**src/logic/link_cfg_pkg.sv**
```systemverilog
`default_nettype none

package link_cfg_pkg;

  ////////////////////////////////////////
  // Channel side
  ////////////////////////////////////////

  // User data bits per channel
  localparam int chan_width = 74;

  // Channels carried over the link
  localparam int num_chans = 4;

  // Channels left active in gen1 mode
  localparam int gen1_chans = 2;

  // Packed link word, channel 0 in the low bits
  localparam int link_width = chan_width * num_chans;

  ////////////////////////////////////////
  // PHY side
  ////////////////////////////////////////

  // One lane per channel
  localparam int lane_width = 80;
  localparam int phy_width = lane_width * num_chans;

  // Lane layout, marker right above the data
  localparam int mrk_pos = chan_width;
  localparam int stb_pos = mrk_pos + 1;

  // Whatever is left above the strobe is pad
  localparam int pad_width = lane_width - stb_pos - 1;

  // One marker user bit per lane
  localparam int mrk_width = num_chans;

  // Online sequencer counts
  localparam int delay_width = 8;

endpackage

`default_nettype wire

```
**src/logic/link_types_pkg.sv**
```systemverilog
`default_nettype none

package link_types_pkg;

  ////////////////////////////////////////
  // One PHY lane
  ////////////////////////////////////////

  // High to low: pad, strobe, marker, data
  // Field order must follow mrk_pos and stb_pos
  typedef struct packed {
    logic [link_cfg_pkg::pad_width-1:0]  pad;
    logic                                stb;
    logic                                mrk;
    logic [link_cfg_pkg::chan_width-1:0] data;
  } lane_t;

  ////////////////////////////////////////
  // Full PHY word
  ////////////////////////////////////////

  // Raw view faces the PHY pins
  // Lane view is what the framer builds and parses
  // Lane 0 sits in the low 80 bits
  typedef union packed {
    logic [link_cfg_pkg::phy_width-1:0] raw;
    lane_t [link_cfg_pkg::num_chans-1:0] lanes;
  } phy_word_u;

endpackage

`default_nettype wire

```
**src/logic/link_word_if.sv**
```systemverilog
`default_nettype none

// Link word between packer and framer
// One word per clk_wr edge, no handshake
interface link_word_if;

  // Channel k at bits k*74 and up
  logic [link_cfg_pkg::link_width-1:0] word;

  // Mode that goes with this word
  logic gen2;

  // Link state as seen right now
  logic online;

  // Word was captured while the link was up
  logic valid;

  // Producer side
  modport source (
    output word, gen2, online, valid
  );

  // Consumer side
  modport sink (
    input word, gen2, online, valid
  );

endinterface

`default_nettype wire

```
**src/logic/online_sequencer.sv**
```systemverilog
`default_nettype none

module online_sequencer (
  input  logic                                 clk_wr,
  input  logic                                 rst_n,

  // Raw online requests
  input  logic                                 tx_online,
  input  logic                                 rx_online,

  // Programmable delays in clk_wr cycles
  input  logic [link_cfg_pkg::delay_width-1:0] delay_x_value,
  input  logic [link_cfg_pkg::delay_width-1:0] delay_xz_value,
  input  logic [link_cfg_pkg::delay_width-1:0] delay_yz_value,

  // Configured user bits
  input  logic [link_cfg_pkg::mrk_width-1:0]   tx_mrk_userbit,
  input  logic                                 tx_stb_userbit,

  // Delayed online flags and gated user bits
  output logic                                 tx_online_delay,
  output logic                                 rx_online_delay,
  output logic [link_cfg_pkg::mrk_width-1:0]   marker_bits,
  output logic                                 strobe_bit
);

  ////////////////////////////////////////
  // Counter slots
  ////////////////////////////////////////

  // Slot 0 tx online, slot 1 rx online, slot 2 user-bit enable
  logic [2:0]                                 ctr_en;
  logic [2:0]                                 ctr_armed;
  logic [2:0]                                 ctr_done;
  logic [2:0][link_cfg_pkg::delay_width-1:0]  ctr_load;
  logic [2:0][link_cfg_pkg::delay_width-1:0]  ctr_cnt;

  // User bits wait on tx_online_delay
  // tx_online in the term so all three drop on the same edge
  assign ctr_en[0] = tx_online;
  assign ctr_en[1] = rx_online;
  assign ctr_en[2] = tx_online & ctr_done[0];

  assign ctr_load[0] = delay_xz_value;
  assign ctr_load[1] = delay_x_value;
  assign ctr_load[2] = delay_yz_value;

  ////////////////////////////////////////
  // Down-counters
  ////////////////////////////////////////

  // First edge with enable high loads the count
  // Flag rises on the edge that takes the count from 1 to 0
  // Zero delay raises the flag on the load edge itself
  always_ff @(posedge clk_wr or negedge rst_n) begin
    if (!rst_n) begin
      ctr_armed <= '0;
      ctr_done  <= '0;
      ctr_cnt   <= '0;
    end else begin
      for (int i = 0; i < 3; i++) begin
        if (!ctr_en[i]) begin
          // Dropped enable clears the slot on the next edge
          ctr_armed[i] <= 1'b0;
          ctr_done[i]  <= 1'b0;
          ctr_cnt[i]   <= '0;
        end else if (!ctr_armed[i]) begin
          ctr_armed[i] <= 1'b1;
          ctr_cnt[i]   <= ctr_load[i];
          ctr_done[i]  <= (ctr_load[i] == '0);
        end else if (ctr_cnt[i] != '0) begin
          ctr_cnt[i] <= ctr_cnt[i] - 1'b1;
          if (ctr_cnt[i] == 1) begin
            ctr_done[i] <= 1'b1;
          end
        end
      end
    end
  end

  ////////////////////////////////////////
  // Outputs
  ////////////////////////////////////////

  assign tx_online_delay = ctr_done[0];
  assign rx_online_delay = ctr_done[1];

  // Persistent marker and strobe once enabled
  assign marker_bits = ctr_done[2] ? tx_mrk_userbit : '0;
  assign strobe_bit  = ctr_done[2] & tx_stb_userbit;

endmodule

`default_nettype wire

```
**src/logic/chan_packer.sv**
```systemverilog
`default_nettype none

module chan_packer (
  input  logic                                clk_wr,
  input  logic                                rst_n,
  input  logic                                m_gen2_mode,

  // User words to send
  input  logic [link_cfg_pkg::chan_width-1:0] ch0_rx_data,
  input  logic [link_cfg_pkg::chan_width-1:0] ch1_rx_data,
  input  logic [link_cfg_pkg::chan_width-1:0] ch2_rx_data,
  input  logic [link_cfg_pkg::chan_width-1:0] ch3_rx_data,

  // Received user words
  output logic [link_cfg_pkg::chan_width-1:0] ch0_tx_data,
  output logic [link_cfg_pkg::chan_width-1:0] ch1_tx_data,
  output logic [link_cfg_pkg::chan_width-1:0] ch2_tx_data,
  output logic [link_cfg_pkg::chan_width-1:0] ch3_tx_data,

  input  logic                                tx_online_delay,
  input  logic                                rx_online_delay,

  link_word_if.source                         tx_link,
  link_word_if.sink                           rx_link
);

  logic [link_cfg_pkg::num_chans-1:0][link_cfg_pkg::chan_width-1:0] tx_chan;
  logic [link_cfg_pkg::num_chans-1:0][link_cfg_pkg::chan_width-1:0] rx_chan_d;
  logic [link_cfg_pkg::num_chans-1:0][link_cfg_pkg::chan_width-1:0] rx_chan_q;

  ////////////////////////////////////////
  // Transmit packing
  ////////////////////////////////////////

  // Channel 0 lands in the low bits of the link word
  always_comb begin
    tx_chan = {ch3_rx_data, ch2_rx_data, ch1_rx_data, ch0_rx_data};
    // Gen1 carries channels 0 and 1 only
    if (!m_gen2_mode) begin
      for (int k = link_cfg_pkg::gen1_chans; k < link_cfg_pkg::num_chans; k++) begin
        tx_chan[k] = '0;
      end
    end
  end

  always_ff @(posedge clk_wr) begin
    tx_link.word <= tx_chan;
  end

  // Side flags travel with the word
  always_ff @(posedge clk_wr or negedge rst_n) begin
    if (!rst_n) begin
      tx_link.gen2  <= 1'b0;
      tx_link.valid <= 1'b0;
    end else begin
      tx_link.gen2  <= m_gen2_mode;
      tx_link.valid <= tx_online_delay;
    end
  end

  // Live state, lets the framer blank on the next edge
  assign tx_link.online = tx_online_delay;

  ////////////////////////////////////////
  // Receive unpacking
  ////////////////////////////////////////

  // Mode comes back with the word it was sampled with
  always_comb begin
    rx_chan_d = rx_link.word;
    if (!rx_link.gen2) begin
      for (int k = link_cfg_pkg::gen1_chans; k < link_cfg_pkg::num_chans; k++) begin
        rx_chan_d[k] = '0;
      end
    end
    // Nothing reaches the user before rx is online
    if (!rx_online_delay || !rx_link.valid) begin
      rx_chan_d = '0;
    end
  end

  always_ff @(posedge clk_wr or negedge rst_n) begin
    if (!rst_n) begin
      rx_chan_q <= '0;
    end else begin
      rx_chan_q <= rx_chan_d;
    end
  end

  assign ch0_tx_data = rx_chan_q[0];
  assign ch1_tx_data = rx_chan_q[1];
  assign ch2_tx_data = rx_chan_q[2];
  assign ch3_tx_data = rx_chan_q[3];

endmodule

`default_nettype wire

```
**src/logic/phy_framer.sv**
```systemverilog
`default_nettype none

module phy_framer (
  input  logic                               clk_wr,
  input  logic                               rst_n,

  link_word_if.sink                          tx_link,
  link_word_if.source                        rx_link,

  // Gated user bits from the sequencer
  input  logic [link_cfg_pkg::mrk_width-1:0] marker_bits,
  input  logic                               strobe_bit,

  // PHY pins
  output logic [link_cfg_pkg::phy_width-1:0] tx_phy0,
  input  logic [link_cfg_pkg::phy_width-1:0] rx_phy0
);

  link_types_pkg::phy_word_u             tx_frame;
  link_types_pkg::phy_word_u             rx_frame;
  logic [link_cfg_pkg::link_width-1:0]   rx_word;
  logic                                  rx_loaded;

  ////////////////////////////////////////
  // Transmit framing
  ////////////////////////////////////////

  // Lane k takes channel k plus its user bits
  always_comb begin
    tx_frame.raw = '0;
    for (int k = 0; k < link_cfg_pkg::num_chans; k++) begin
      tx_frame.lanes[k].data = tx_link.word[k*link_cfg_pkg::chan_width +: link_cfg_pkg::chan_width];
      tx_frame.lanes[k].mrk  = marker_bits[k];
      tx_frame.lanes[k].stb  = strobe_bit;
      tx_frame.lanes[k].pad  = '0;
      // Upper lanes fully quiet in gen1, user bits included
      if (!tx_link.gen2 && (k >= link_cfg_pkg::gen1_chans)) begin
        tx_frame.lanes[k] = '0;
      end
    end
  end

  // Blank while offline or while the word predates online
  always_ff @(posedge clk_wr or negedge rst_n) begin
    if (!rst_n) begin
      tx_phy0 <= '0;
    end else if (tx_link.online && tx_link.valid) begin
      tx_phy0 <= tx_frame.raw;
    end else begin
      tx_phy0 <= '0;
    end
  end

  ////////////////////////////////////////
  // Receive parsing
  ////////////////////////////////////////

  always_ff @(posedge clk_wr) begin
    rx_frame.raw <= rx_phy0;
  end

  // High from the first capture after reset
  always_ff @(posedge clk_wr or negedge rst_n) begin
    if (!rst_n) begin
      rx_loaded <= 1'b0;
    end else begin
      rx_loaded <= 1'b1;
    end
  end

  // Keep data bits only
  always_comb begin
    rx_word = '0;
    for (int k = 0; k < link_cfg_pkg::num_chans; k++) begin
      rx_word[k*link_cfg_pkg::chan_width +: link_cfg_pkg::chan_width] = rx_frame.lanes[k].data;
    end
  end

  assign rx_link.word  = rx_word;
  assign rx_link.valid = rx_loaded;

  // Mode register lines up with the rx capture edge
  assign rx_link.gen2   = tx_link.gen2;
  assign rx_link.online = tx_link.online;

endmodule

`default_nettype wire

```
**src/logic/link_slave_top.sv**
```systemverilog
`default_nettype none

module link_slave_top (
  input  logic                                 clk_wr,
  input  logic                                 rst_n,

  // Online control
  input  logic                                 tx_online,
  input  logic                                 rx_online,

  // PHY word
  output logic [link_cfg_pkg::phy_width-1:0]   tx_phy0,
  input  logic [link_cfg_pkg::phy_width-1:0]   rx_phy0,

  // Received channels
  output logic [link_cfg_pkg::chan_width-1:0]  ch0_tx_data,
  output logic [link_cfg_pkg::chan_width-1:0]  ch1_tx_data,
  output logic [link_cfg_pkg::chan_width-1:0]  ch2_tx_data,
  output logic [link_cfg_pkg::chan_width-1:0]  ch3_tx_data,

  // Channels to send
  input  logic [link_cfg_pkg::chan_width-1:0]  ch0_rx_data,
  input  logic [link_cfg_pkg::chan_width-1:0]  ch1_rx_data,
  input  logic [link_cfg_pkg::chan_width-1:0]  ch2_rx_data,
  input  logic [link_cfg_pkg::chan_width-1:0]  ch3_rx_data,

  // Configuration
  input  logic                                 m_gen2_mode,
  input  logic [link_cfg_pkg::mrk_width-1:0]   tx_mrk_userbit,
  input  logic                                 tx_stb_userbit,
  input  logic [link_cfg_pkg::delay_width-1:0] delay_x_value,
  input  logic [link_cfg_pkg::delay_width-1:0] delay_xz_value,
  input  logic [link_cfg_pkg::delay_width-1:0] delay_yz_value
);

  logic                               tx_online_delay;
  logic                               rx_online_delay;
  logic [link_cfg_pkg::mrk_width-1:0] marker_bits;
  logic                               strobe_bit;

  // Packer to framer and back
  link_word_if tx_link ();
  link_word_if rx_link ();

  ////////////////////////////////////////
  // Online sequencing
  ////////////////////////////////////////

  online_sequencer sequencer_i (
    .clk_wr          (clk_wr),
    .rst_n           (rst_n),
    .tx_online       (tx_online),
    .rx_online       (rx_online),
    .delay_x_value   (delay_x_value),
    .delay_xz_value  (delay_xz_value),
    .delay_yz_value  (delay_yz_value),
    .tx_mrk_userbit  (tx_mrk_userbit),
    .tx_stb_userbit  (tx_stb_userbit),
    .tx_online_delay (tx_online_delay),
    .rx_online_delay (rx_online_delay),
    .marker_bits     (marker_bits),
    .strobe_bit      (strobe_bit)
  );

  ////////////////////////////////////////
  // Channel stage
  ////////////////////////////////////////

  chan_packer packer_i (
    .clk_wr          (clk_wr),
    .rst_n           (rst_n),
    .m_gen2_mode     (m_gen2_mode),
    .ch0_rx_data     (ch0_rx_data),
    .ch1_rx_data     (ch1_rx_data),
    .ch2_rx_data     (ch2_rx_data),
    .ch3_rx_data     (ch3_rx_data),
    .ch0_tx_data     (ch0_tx_data),
    .ch1_tx_data     (ch1_tx_data),
    .ch2_tx_data     (ch2_tx_data),
    .ch3_tx_data     (ch3_tx_data),
    .tx_online_delay (tx_online_delay),
    .rx_online_delay (rx_online_delay),
    .tx_link         (tx_link.source),
    .rx_link         (rx_link.sink)
  );

  ////////////////////////////////////////
  // Lane stage
  ////////////////////////////////////////

  phy_framer framer_i (
    .clk_wr      (clk_wr),
    .rst_n       (rst_n),
    .tx_link     (tx_link.sink),
    .rx_link     (rx_link.source),
    .marker_bits (marker_bits),
    .strobe_bit  (strobe_bit),
    .tx_phy0     (tx_phy0),
    .rx_phy0     (rx_phy0)
  );

endmodule

`default_nettype wire

```
**config.mk**
```make
export PLATFORM = sky130hd
export DESIGN_NAME = link_slave_top
export DESIGN_NICKNAME = d
export VERILOG_FILES = /design/src/logic/link_cfg_pkg.sv /design/src/logic/link_types_pkg.sv /design/src/logic/link_word_if.sv /design/src/logic/online_sequencer.sv /design/src/logic/chan_packer.sv /design/src/logic/phy_framer.sv /design/src/logic/link_slave_top.sv
export SDC_FILE = /design/constraint.sdc
export NUM_CORES = 1
export LEC_CHECK = 0
export ABC_AREA = 1
export BUFFER_PORTS_ARGS = -buffer_cell sky130_fd_sc_hd__buf_2
export CAP_MARGIN = 20
export CORE_AREA = 4 4 487 489
export CTS_CLUSTER_SIZE = 30
export DETAILED_ROUTE_END_ITERATION = 8
export DIE_AREA = 0 0 491 493
export SYNTH_ARGS = -nofsm -noshare
export SYNTH_HDL_FRONTEND = slang
export SYNTH_SLANG_ARGS = --single-unit
```
**constraint.sdc**
```tcl
create_clock -name clk_wr -period 3.9 [get_ports clk_wr]
set_input_delay 1.17 -clock clk_wr [delete_from_list [all_inputs] [get_ports clk_wr]]
set_output_delay 1.17 -clock clk_wr [all_outputs]
set_load 0.05 [all_outputs]
```
Word level (Yosys, flattened, before mapping):

Index checks and enable logic that the tools add are counted.

* logic and storage cells: 75
* output and inout bits: 616
* input port bits: 650
* register bits after elaboration: 1259

* bitwise gates (word level): 2
* reductions and logical operators: 13
* multiplexer cells: 30
* $add $sub $neg: 3
* equality and inequality tests: 9

Operators by type and width (number)
* $mux 320: 1
* $mux 296: 1
* $mux 76: 2
* $mux 148: 1
* $mux 8: 9
* $eq 8x1->1 const B: 3
* $logic_not 8->1: 3
* $reduce_bool 8->1: 3
* $sub 8x1->8 const B: 3
* $ne 3x3->1 const B: 6
* $mux 1: 15
* $reduce_and 2->1: 3
* $mux 4: 1
* $and 1x1->1: 2
* $logic_not 1->1: 2
* $logic_and 1x1->1: 1
* $logic_or 1x1->1: 1

Longest topological paths before layout:

Gate-level depths: netlist of the first run.

* depth after elaboration: 5
* depth in mapped cells: 9
* mapped depth without buffers: 9

Cells and area by module:

A second synthesis of the first run with hierarchy kept.

* cells, all modules: 3146
* area total of the unflattened synthesis: 35484.0 um2

Modules (own cells, without submodules)
* chan_packer: cells an instance 1548, seq. area each 13382.8 um2, area each 17041.3 um2, instances 1
* phy_framer: cells an instance 1276, seq. area each 13508.0 um2, area each 16266.9 um2, instances 1
* online_sequencer: cells an instance 322, seq. area each 750.7 um2, area each 2175.8 um2, instances 1

Worst setup path before layout of the first run:

Ideal clock, no wire load.

* kind: reg2out
* from: reg framer_i.tx_phy0[155] (netlist name)
* to: out tx_phy0[155] (netlist name)
* stages on the path, launching flop included: 2
* data arrival time: 0.886 ns
* path buffers: 1
* data required time: 2.730 ns
* setup slack: 1.844 ns
* path through: dfrtp_1 buf_4

RTL lines
* from (decl): line phy_framer.sv:15 `output logic [link_cfg_pkg::phy_width-1:0] tx_phy0,`
* from (signal assigned): line phy_framer.sv:48 `tx_phy0 <= tx_frame.raw;`
* to (decl): line link_slave_top.sv:12 `output logic [link_cfg_pkg::phy_width-1:0] tx_phy0,`

No word-level cell between the ends.

Final worst setup path of the first run:

* from: reg packer_i.rx_chan_q (netlist bit packer_i.ch2_tx_data[22])
* to: out ch2_tx_data[22] (netlist name)

RTL lines
* from (decl): line chan_packer.sv:29 `logic [link_cfg_pkg::num_chans-1:0][link_cfg_pkg::chan_width-1:0] rx_chan_q;`
* from (signal assigned): line chan_packer.sv:86 `rx_chan_q <= rx_chan_d;`
* to (decl): line link_slave_top.sv:18 `output logic [link_cfg_pkg::chan_width-1:0] ch2_tx_data,`

No word-level cell between the ends.

==> results of run 1 <==
tightest hold or removal path: cells and delay by family, from the launching register on:
kind,cells,cell delay (ns)
buf+inv,1,0.04
flops,1,0.30
simple gates,1,0.04
worst paths after layout:
path / endpoint / slack (ns) / cells past startpoint
min in group asynchronous: packer_i.ch3_tx_data[20] / 0.38 / 1
hold reg to reg: framer_i.tx_phy0[71] / 0.37 / 2
hold / removal: framer_i.tx_phy0[71] / 0.37 / 2
setup reg to reg: packer_i.ch3_tx_data[33] / 1.79 / 3
setup / recovery: ch2_tx_data[22] / 1.03 / 1
max in group asynchronous: packer_i.ch3_tx_data[2] / 2.32 / 2
metrics by stage:
stage / instance area [µm²] / total power [mW] / setup slack, ns / hold WS (ns)
floorplan: 35300 / 14.1 / 1.84 / 0.388
global placement: 45200 / 14.9 / 1.45 / 0.389
detailed placement: 45200 / 15.0 / 1.44 / 0.391
CTS: 50300 / 29.4 / 0.965 / 0.329
global route: 50400 / 30.0 / 0.961 / 0.339
finish: 50500 / 28.8 / 1.03 / 0.368
sequential cells by signal, indices dropped and copies added, names as in the netlist:
signal / cells
sequencer_i.ctr_armed: 3
packer_i.ch2_tx_data: 74
framer_i.tx_phy0: 302
packer_i.tx_link.valid: 1
packer_i.tx_link.word: 296
packer_i.ch0_tx_data: 74
packer_i.ch3_tx_data: 74
sequencer_i.ctr_cnt: 24
packer_i.tx_link.gen2: 1
sequencer_i.ctr_done: 3
packer_i.ch1_tx_data: 74
framer_i.rx_link.valid: 1
framer_i.rx_frame: 296
metal layers:
layer  up-vias  global-route usage [%]
li1      11662                       -
met1     12270                    16.5
met2      1312                    22.9
met3       333                    6.65
met4        68                    6.17
met5         -                       0
power by group:
group | internal [mW] | total (mW) | switching, mW
clock network | 8.27 | 14.2 | 5.90
registers | 13.0 | 13.2 | 0.194
logic | 0.465 | 1.47 | 1.01
cells in the final DEF, fill, tap and decap left out, types with 13 or more instances in the layout:
master     Yosys  routed
conb_1         2      17
dfxtp_1      592     592
nand3_1       31      31
bufinv_16      0      14
clkbuf_1       9      31
a21oi_1       15      15
inv_1        470     470
clkbuf_16      0     144
buf_12         0      16
o21ai_0       14      14
buf_4         22      46
diode_2        0      96
clkinv_16      0      13
nand2_1      500     498
dfrtp_1      631     630
clkinv_2       0      17
nor2_1       642     642
buf_2        104    1223
clkbuf_8       0      18
cell type report:
class / instances / area share, %
Antenna cell: 96 / 0.476
Clock buffer: 193 / 7.86
Timing Repair Buffer: 1287 / 13.5
Sequential cell: 1223 / 54.8
Multi-Input combinational cell: 1276 / 10.1
Tap cell: 3043 / 7.54
Inverter: 473 / 3.52
Clock inverter: 69 / 2.23
kinds of logic (layout without fill, tap and decap cells):
group / Yosys count / in the layout / synth area share [%]
buffers and inverters: 611 / 2022 / 7.18
adder cells (fa/ha/maj): 9 / 9 / 0.320
other: 2 / 113 / 0.0213
AND/OR/NAND/NOR: 1204 / 1204 / 13.3
flip-flops: 1223 / 1223 / 78.5
XOR/XNOR: 3 / 3 / 0.0746
AO/OA/AOI/OAI: 43 / 43 / 0.654
==> metrics.md, run 1 <==
| Metric | Value |
|---|---|
| Synth top area cells | dfrtp_1, dfxtp_1, nor2_1 |
| Filler cells | 25290 |
| Clk slew on worst S/H paths | 0.06 ns |
| Layout cells sized above 1 | 34.2% |
| Sequential cell area | 27600 µm² |
| WL final | 180000 µm |
| Vias per std cell | 3.35 |
| Core area | 232000 µm² |
| Critical Path End Type | primary output |
| CP peak stage delay | 0.54 ns |
| CTS buffer count | 140 |
| Hold Fails Final Rpt | 0 |
| Maximum clock insertion buffer count | 3 |
| DRC Markers | 0 |
| Fmax achieved | 349 MHz |
| CTS sink cnt | 1223 |
| Relative slew slack | 41.3% |
| # resized after CTS | 0 |
| Yosys top cell by area | dfrtp_1 |
| Max Slew Vio Count | 0 |
| CP Cell Sequence | buf_2 |
| Post-synth top flop | dfrtp_1 |
| DP HPWL | 148000 µm |
| Final ANT Viol Nets | 0 |
| Routed WL per cell | 23.4 µm |
| Vias in the first global route | 26515 |
| Total gr overflow | 0 |
| Most frequent cell after synthesis | nor2_1 |
| Hold path start | packer_i.tx_link.word[71] |
| Die area | 242000 µm² |
| CP max FO | 1 |
| DRT iter0 DRCs | 1656 |
| Area Overhead vs Synth | 43.4% |
| Final nets | 5060 |
| Area occupied by multi-input gates | 5120 µm² |
| CP delay by family, top | flip-flops |
| Post CTS Setup Buffer Count | 0 |
| Synth top area share | 44.8% |
| CTS tree | yes |
| FFs w/ async S/R, synth | 51.6% |
| Pwr per Cell Area | 571 nW/µm² |
| Clock latency on the worst-skew pair | 0.79 ns |
| Status | finished clean |
| # setup viols final | 0 |
| Crit path buf inv count | 1 |
| Yosys warns | 0 |
| Post-placement cell count | 7302 |
| Total track usage | 14.4% |
| WL met3 | 19900 µm |
| Starting Density | 15.2% |
| Final core utilization | 21.7% |
| Hold Buf Count CTS | 0 |
| Mapped Area | 35200 µm² |
| Synthesized flop and latch total | 1223 |
| # rows | 177 |
| Fin crit share | 73.5% |
| Drt pass-1 iters | 5 |
| WP data required | 2.73 ns |
| Max Used Layer | met5 |
| Setup crit start kind | flop |
| GPL Wtd Cong | 1.02 |
| Worst path arrival time | 1.70 ns |
| Slew @ Worst Pin | 0.880 ns |
| Maxcap violations | 0 |
| RSZ-0062 raised after global routing | no |
| Fin Clk Skew | 0.0562 ns |
| Final Critical Period | 2.87 ns |
| Largest net degree at the start of global routing | 100 |
| Hold WC Path Type | flop to flop |
| Wl on met1 | 68700 µm |
| Via total after detailed routing | 25645 |
| Post-synthesis sequential area ratio | 78.5% |
| Setup TNS | 0 ns |
| Critical-path top delay cell | dfrtp_1 |
| Reg2Reg Launch Point | packer_i.tx_link.gen2 |
| Leakage | 27.5 nW |
| Gate Count Post-Synth | 3095 |
| DIE HEIGHT | 493 µm |
| Most instantiated cells after synthesis | nor2_1, dfrtp_1, dfxtp_1 |
| H-tree Lvls | 4 |
| Number of I/O pins | 1266 |
| DR WL met2 | 83400 µm |
| First-pass GRT wire length | 235000 µm |
| IR drop worst, VDD | 0.400 mV |
| Post-synth EDFFs | 0 |
| Root buffer cell | clkbuf_16 |
| Critical path origin | packer_i.ch2_tx_data[22] |
| Worst Setup Path Type | flop to primary output |
| Post-route insts no fill | 7660 |
| Die W | 491 µm |
| Synth cell types | 31 |
| Initial antenna violation count | 136 |
| Synthesized area per cell | 11.4 µm² |
| PortBufs | 1225 |
No activity file was read; power rests on OpenSTA's default activity.
==> run 2, diff against run 1 <==
Clock period 3.9 ns to 2.88 ns, I/O delays scaled along.
==> metrics.md, run 2 (synthesis gave the netlist of run 1 again) <==
| Metric | Value |
|---|---|
| Status | finished clean |
| RSZ-0062 raised after global routing | no |
| Sw frac | 24.3% (-0.30 points) |
| Hold Fails Final Rpt | 0 (unchanged) |
| # setup viols final | 0 (unchanged) |
| Pwr per Cell Area | 783 nW/µm² (+37%) |
| Wl on met1 | 67300 µm (-2.0%) |
| Post CTS Setup Buffer Count | 0 (unchanged) |
| CP delay by family, top | flip-flops |
| Clk slew on worst S/H paths | 0.06 ns (about the same) |
| Fin crit share | 88.0% |
| Routed WL per cell | 23.5 µm (+0.12%) |
| Max Used Layer | met5 |
| WL final | 179000 µm (-0.52%) |
| WP data required | 2.02 ns (-0.71 ns) |
| Final nets | 5075 (+0.30%) |
| Root buffer cell | clkbuf_16 |
| Tot Pwr | 39.6 mW (+37%) |
| H-tree Lvls | 4 (unchanged) |
| CTS sink cnt | 1223 (unchanged) |
| IR drop worst, VDD | 0.548 mV (+37%) |
| Final ANT Viol Nets | 0 (unchanged) |
| Fin Clk Skew | 0.0459 ns (-0.0103 ns) |
| Internal | 30.0 mW (+38%) |
| CP Cell Sequence | buf_2 |
| WL met3 | 21300 µm (+7.0%) |
| Vias per std cell | 3.39 (+1.1%) |
| Reg power frac | 45.1% (-0.7 points) |
| Fmax achieved | 394 MHz |
| Most flops, register | framer_i.tx_phy0 |
| Maximum clock insertion buffer count | 3 (unchanged) |
| Total gr overflow | 0 (unchanged) |
| # rows | 177 (unchanged) |
| Clock latency on the worst-skew pair | 0.77 ns (-0.02 ns) |
| First-pass GRT wire length | 235000 µm (-0.21%) |
| Largest register FFs | 302 (unchanged) |
| Relative slew slack | 51.7% (+10 points) |
| PortBufs | 1225 (unchanged) |
| Final instance area | 50600 µm² (+0.18%) |
| Gate power share | 5.0% (about the same) |
| CTS buffer count | 144 (+2.9%) |
| Critical Path End Type | primary output |
| Setup crit start kind | flop |
| GPL Wtd Cong | 0.969 (-4.7%) |
| CTS tree | yes |
| Starting Density | 15.2% (unchanged) |
| Setup TNS | 0 ns (unchanged) |
| Die W | 491 µm (unchanged) |
| Largest registers | framer_i.tx_phy0 (302), framer_i.rx_frame (296), packer_i.tx_link.word (296) |
| Hold Buf Count CTS | 1 (+1) |
| Total track usage | 14.3% (-0.078 points) |
| Die area | 242000 µm² (unchanged) |
| Most frequent cells in the layout | buf_2, nor2_1, dfrtp_1 |
| CP peak stage delay | 0.55 ns (about the same) |
| Area Overhead vs Synth | 43.6% |
| Hold WC Path Type | primary input to flop |
| DR WL met2 | 83400 µm (about the same) |
| Crit path buf inv count | 1 (unchanged) |
| Maxcap violations | 0 (unchanged) |
| Initial antenna violation count | 168 (+24%) |
| DRC Markers | 0 (unchanged) |
| Final Critical Period | 2.54 ns |
| DRT iter0 DRCs | 1556 (-6.0%) |
| Leakage | 27.6 nW (+0.54%) |
| # resized after CTS | 0 (unchanged) |
| DIE HEIGHT | 493 µm (unchanged) |
| Worst Setup Path Type | flop to primary output |
| Switching pwr | 9.62 mW (+36%) |
| Core area | 232000 µm² (unchanged) |
| Slew @ Worst Pin | 0.724 ns (-0.156 ns) |
| Drt pass-1 iters | 5 (unchanged) |
| Layout cells sized above 1 | 34.6% (+0.39 points) |
| Worst path arrival time | 1.67 ns (-0.03 ns) |
| Commonest non-fill, non-tap cell in the layout | buf_2 |
| DP Area | 45300 µm² (+0.25%) |
| Vias in the first global route | 26649 (+0.51%) |
| Number of I/O pins | 1266 (unchanged) |
| Largest net degree at the start of global routing | 106 (+6.0%) |
| Via total after detailed routing | 25766 (+0.47%) |
| Power share of the clock group | 49.9% (+0.8 points) |
| Critical-path top delay cell | dfrtp_1 |
| Max Slew Vio Count | 0 (unchanged) |
| CP max FO | 1 (unchanged) |
| DP HPWL | 148000 µm (-0.40%) |
## run 2: changes by cell type in the layout (fill, tap and decap cells not counted), moves of 3 or more
cell,delta
buf_4,+7
diode_2,-67
clkbuf_8,+10
inv_16,+3
buf_12,+3
clkbuf_1,-7
clkinvlp_4,+4
clkinv_4,-5
clkinv_16,-5
## run 2: metal layers
metal | up-vias | global-route usage [%]
li1 | 11605 | -
met1 | 12323 | 16.1
met3 | 406 | 7.15
met2 | 1342 | 23.7
met4 | 90 | 4.23
met5 | - | 0
## run 2: power groups by stage
stage	registers, mW	clock network [mW]	logic (mW)
after floorplan	18.4	0	0.636
after global placement	18.2	0	1.99
after detailed placement	18.2	0	2.01
after CTS	17.9	20.4	2.02
after global routing	17.9	21.0	2.19
final	17.9	19.7	1.98
## run 2: stage by stage
stage | instances | hold WS (ns) | setup slack [ns] | utilization (%)
6_report | 7611 | 0.169 | 0.344 | 21.8
5_1_grt | 7590 | 0.0919 | 0.277 | 21.8
4_1_cts | 7582 | 0.0672 | 0.292 | 21.7
3_5_place_dp | 7312 | 0.391 | 0.945 | 19.5
3_3_place_gp | 7312 | 0.390 | 0.930 | 19.5
2_1_floorplan | 3110 | 0.388 | 1.13 | -
## run 2: worst paths after layout
path                       depth (start not counted)  slack, ns                  startpoint                        end
setup / recovery                                   1       0.34       framer_i.tx_phy0[286]               tx_phy0[286]
max in group asynchronous                          3       1.22                       rst_n   packer_i.ch2_tx_data[46]
hold reg to reg                                    2       0.38  packer_i.tx_link.word[106]      framer_i.tx_phy0[112]
hold / removal                                     1       0.17              ch1_rx_data[2]  packer_i.tx_link.word[76]
setup reg to reg                                   3       1.10     sequencer_i.ctr_done[1]   packer_i.ch3_tx_data[34]
min in group asynchronous                          2       0.61                       rst_n      framer_i.tx_phy0[243]
## run 2: final cells by class
type | instances | area, µm²
multi-input cells | 1276 | 5120
clock inverters | 71 | 1100
flip-flops and latches | 1223 | 27600
clock buffers | 198 | 4130
diodes | 29 | 72.6
repair buffers | 1298 | 6940
fillers | 25205 | 182000
well taps | 3043 | 3810
inverters | 473 | 1780
==> run 3, diff against run 2 <==
Clock period 2.88 ns to 2.3 ns, I/O delays scaled along.
==> metrics.md, run 3 (synthesis gave the netlist of run 1 again) <==
| Metric | Value |
|---|---|
| Status | finished clean |
| CTS buffer count | 142 (-1.4%) |
| Vias in the first global route | 28962 (+8.7%) |
| Worst Setup Path Type | flop to primary output |
| Largest registers | framer_i.tx_phy0 (302), framer_i.rx_frame (296), packer_i.tx_link.word (296) |
| Core area | 232000 µm² (unchanged) |
| Area Overhead vs Synth | 57.4% |
| Critical-path top delay cell | dfrtp_1 |
| Fmax achieved | 447 MHz |
| Maximum clock insertion buffer count | 3 (unchanged) |
| Post CTS Setup Buffer Count | 0 (unchanged) |
| Most frequent cells in the layout | buf_2, nor2_1, dfrtp_1 |
| Final nets | 5539 (+9.1%) |
| Max Slew Vio Count | 0 (unchanged) |
| Final instance area | 55400 µm² (+9.6%) |
| Die W | 491 µm (unchanged) |
| Internal | 37.7 mW (+26%) |
| DRC Markers | 0 (unchanged) |
| Fin Clk Skew | 0.0456 ns (-0.000268 ns) |
| Leakage | 29.6 nW (+7.0%) |
| Final ANT Viol Nets | 0 (unchanged) |
| Total track usage | 14.6% (+0.27 points) |
| CTS tree | yes |
| Initial antenna violation count | 173 (+3.0%) |
| Hold WC Path Type | primary input to flop |
| Drt pass-1 iters | 6 (+1) |
| Gate power share | 6.7% (+1.7 points) |
| CP Cell Sequence | buf_4 |
| Fin crit share | 97.3% |
| DP HPWL | 148000 µm (+0.20%) |
| CP delay by family, top | flip-flops |
| Hold path start | ch3_rx_data[30] |
| Most flops, register | framer_i.tx_phy0 |
| Routed WL per cell | 22.5 µm (-4.3%) |
| Sw frac | 24.4% (+0.089 points) |
| Reg power frac | 44.8% (-0.3 points) |
| Via total after detailed routing | 27461 (+6.6%) |
| Vias per std cell | 3.39 (+0.11%) |
| Area occupied by multi-input gates | 5120 µm² (unchanged) |
| H-tree Lvls | 4 (unchanged) |
| Power share of the clock group | 48.5% (-1.4 points) |
| PortBufs | 1225 (unchanged) |
| Tot Pwr | 49.8 mW (+26%) |
| CP max FO | 1 (unchanged) |
| # rows | 177 (unchanged) |
| Setup crit start kind | flop |
| Final Critical Period | 2.24 ns |
| GPL Wtd Cong | 0.964 (-0.58%) |
| WP data required | 1.61 ns (-0.41 ns) |
| Total gr overflow | 0 (unchanged) |
| Hold Fails Final Rpt | 0 (unchanged) |
| Crit path buf inv count | 1 (unchanged) |
| Clock latency on the worst-skew pair | 0.77 ns (about the same) |
| Die area | 242000 µm² (unchanged) |
| Largest register FFs | 302 (unchanged) |
| Largest net degree at the start of global routing | 110 (+3.8%) |
| Commonest non-fill, non-tap cell in the layout | buf_2 |
| Worst path arrival time | 1.55 ns (-0.12 ns) |
| Relative slew slack | 54.1% (+2.3 points) |
| Root buffer cell | clkbuf_16 |
| IR drop worst, VDD | 1.01 mV (+85%) |
| Starting Density | 15.2% (unchanged) |
| DIE HEIGHT | 493 µm (unchanged) |
| Filler cells | 24758 (-1.8%) |
| Critical Path End Type | primary output |
| Number of I/O pins | 1266 (unchanged) |
| Slew @ Worst Pin | 0.689 ns (-0.0351 ns) |
| First-pass GRT wire length | 242000 µm (+3.0%) |
| Maxcap violations | 0 (unchanged) |
| Setup slack, reg-to-reg | 0.59 ns (-0.51 ns) |
| Pwr per Cell Area | 899 nW/µm² (+15%) |
| Critical path origin | framer_i.tx_phy0[270] |
| DP Area | 45500 µm² (+0.59%) |
| Reg2Reg Launch Point | packer_i.tx_link.gen2 |
| CP peak stage delay | 0.50 ns (-0.05 ns) |
| Sequential cell area | 27700 µm² (about the same) |
| DRT iter0 DRCs | 1615 (+3.8%) |
| # setup viols final | 0 (unchanged) |
| Clk slew on worst S/H paths | 0.06 ns (about the same) |
| Switching pwr | 12.2 mW (+26%) |
| CTS sink cnt | 1223 (unchanged) |
| WL final | 182000 µm (+1.9%) |
| Layout cells sized above 1 | 31.7% (-2.9 points) |
run 3: cell count changes in the layout (fill, tap and decap cells not counted), sizes merged:
| cell | previous run | this run |
|---|---|---|
| inv | 486 | 488 |
| clkinv | 32 | 35 |
| clkinvlp | 10 | 4 |
| bufinv | 16 | 15 |
| buf | 1297 | 1310 |
| diode | 29 | 59 |
| clkbuf | 198 | 197 |
| dlygate4sd3 | 1 | 453 |
run 3: worst paths after layout:
| check | to | cells past startpoint |
|---|---|---|
| worst max-delay path | tx_phy0[270] | 1 |
| max in group asynchronous | framer_i.tx_phy0[11] | 4 |
| worst min-delay path | packer_i.tx_link.word[252] | 3 |
| min in group asynchronous | packer_i.ch3_tx_data[20] | 2 |
| worst max register to register | packer_i.ch3_tx_data[28] | 3 |
| worst min register to register | packer_i.ch3_tx_data[62] | 2 |
run 3: per-layer routing:
metal,up-vias,part of all wire [%],GRT usage [%]
met4,70,3.9,5.31
li1,12592,-,-
met1,13077,39,17.0
met2,1353,46,23.9
met3,369,10,6.16
met5,-,0.23,0
run 3: repair_timing:
action / CTS / global route
gates resized for setup: 48 / 3
pin swaps: 0 / 0
endpoints found under the hold margin: 467 / 0
hold buffers: 453 / 0
setup endpoints to repair: 40 / 3
run 3: power by group through the flow:
stage	Sequential, mW	Clock, mW	Combinational [mW]
after global placement	22.8	0	2.57
after global routing	22.4	25.8	3.66
after CTS	22.4	25.0	3.41
after detailed placement	22.8	0	2.59
final	22.3	24.2	3.34
after floorplan	23.1	0	0.796
run 3: layout make-up:
cell class / count / share of cell area (%)
Tap cell: 3043 / 6.87
Antenna cell: 59 / 0.266
Timing Repair Buffer: 1764 / 21.3
Multi-Input combinational cell: 1276 / 9.23
Clock buffer: 196 / 7.29
Inverter: 473 / 3.20
Sequential cell: 1223 / 49.9
Clock inverter: 69 / 1.90
run 3: through the flow:
step	hold WS [ns]	setup WS (ns)	util (%)	instances	TNS (ns)
floorplan	0.388	0.724	-	3110	0
global placement	0.391	0.617	19.6	7326	0
detailed placement	0.391	0.599	19.6	7326	0
CTS	0.000292	0.000182	23.8	8044	0
global route	0.0222	-0.00336	23.8	8067	-0.00336
finish	0.0969	0.0621	23.9	8103	0
run 3: worst register-to-register path, cell delays in order, from the launching register on:
cell and delay [ns]:
dfrtp_4 0.44, buf_12 0.35, nand2_1 0.34, nor2_1 0.43
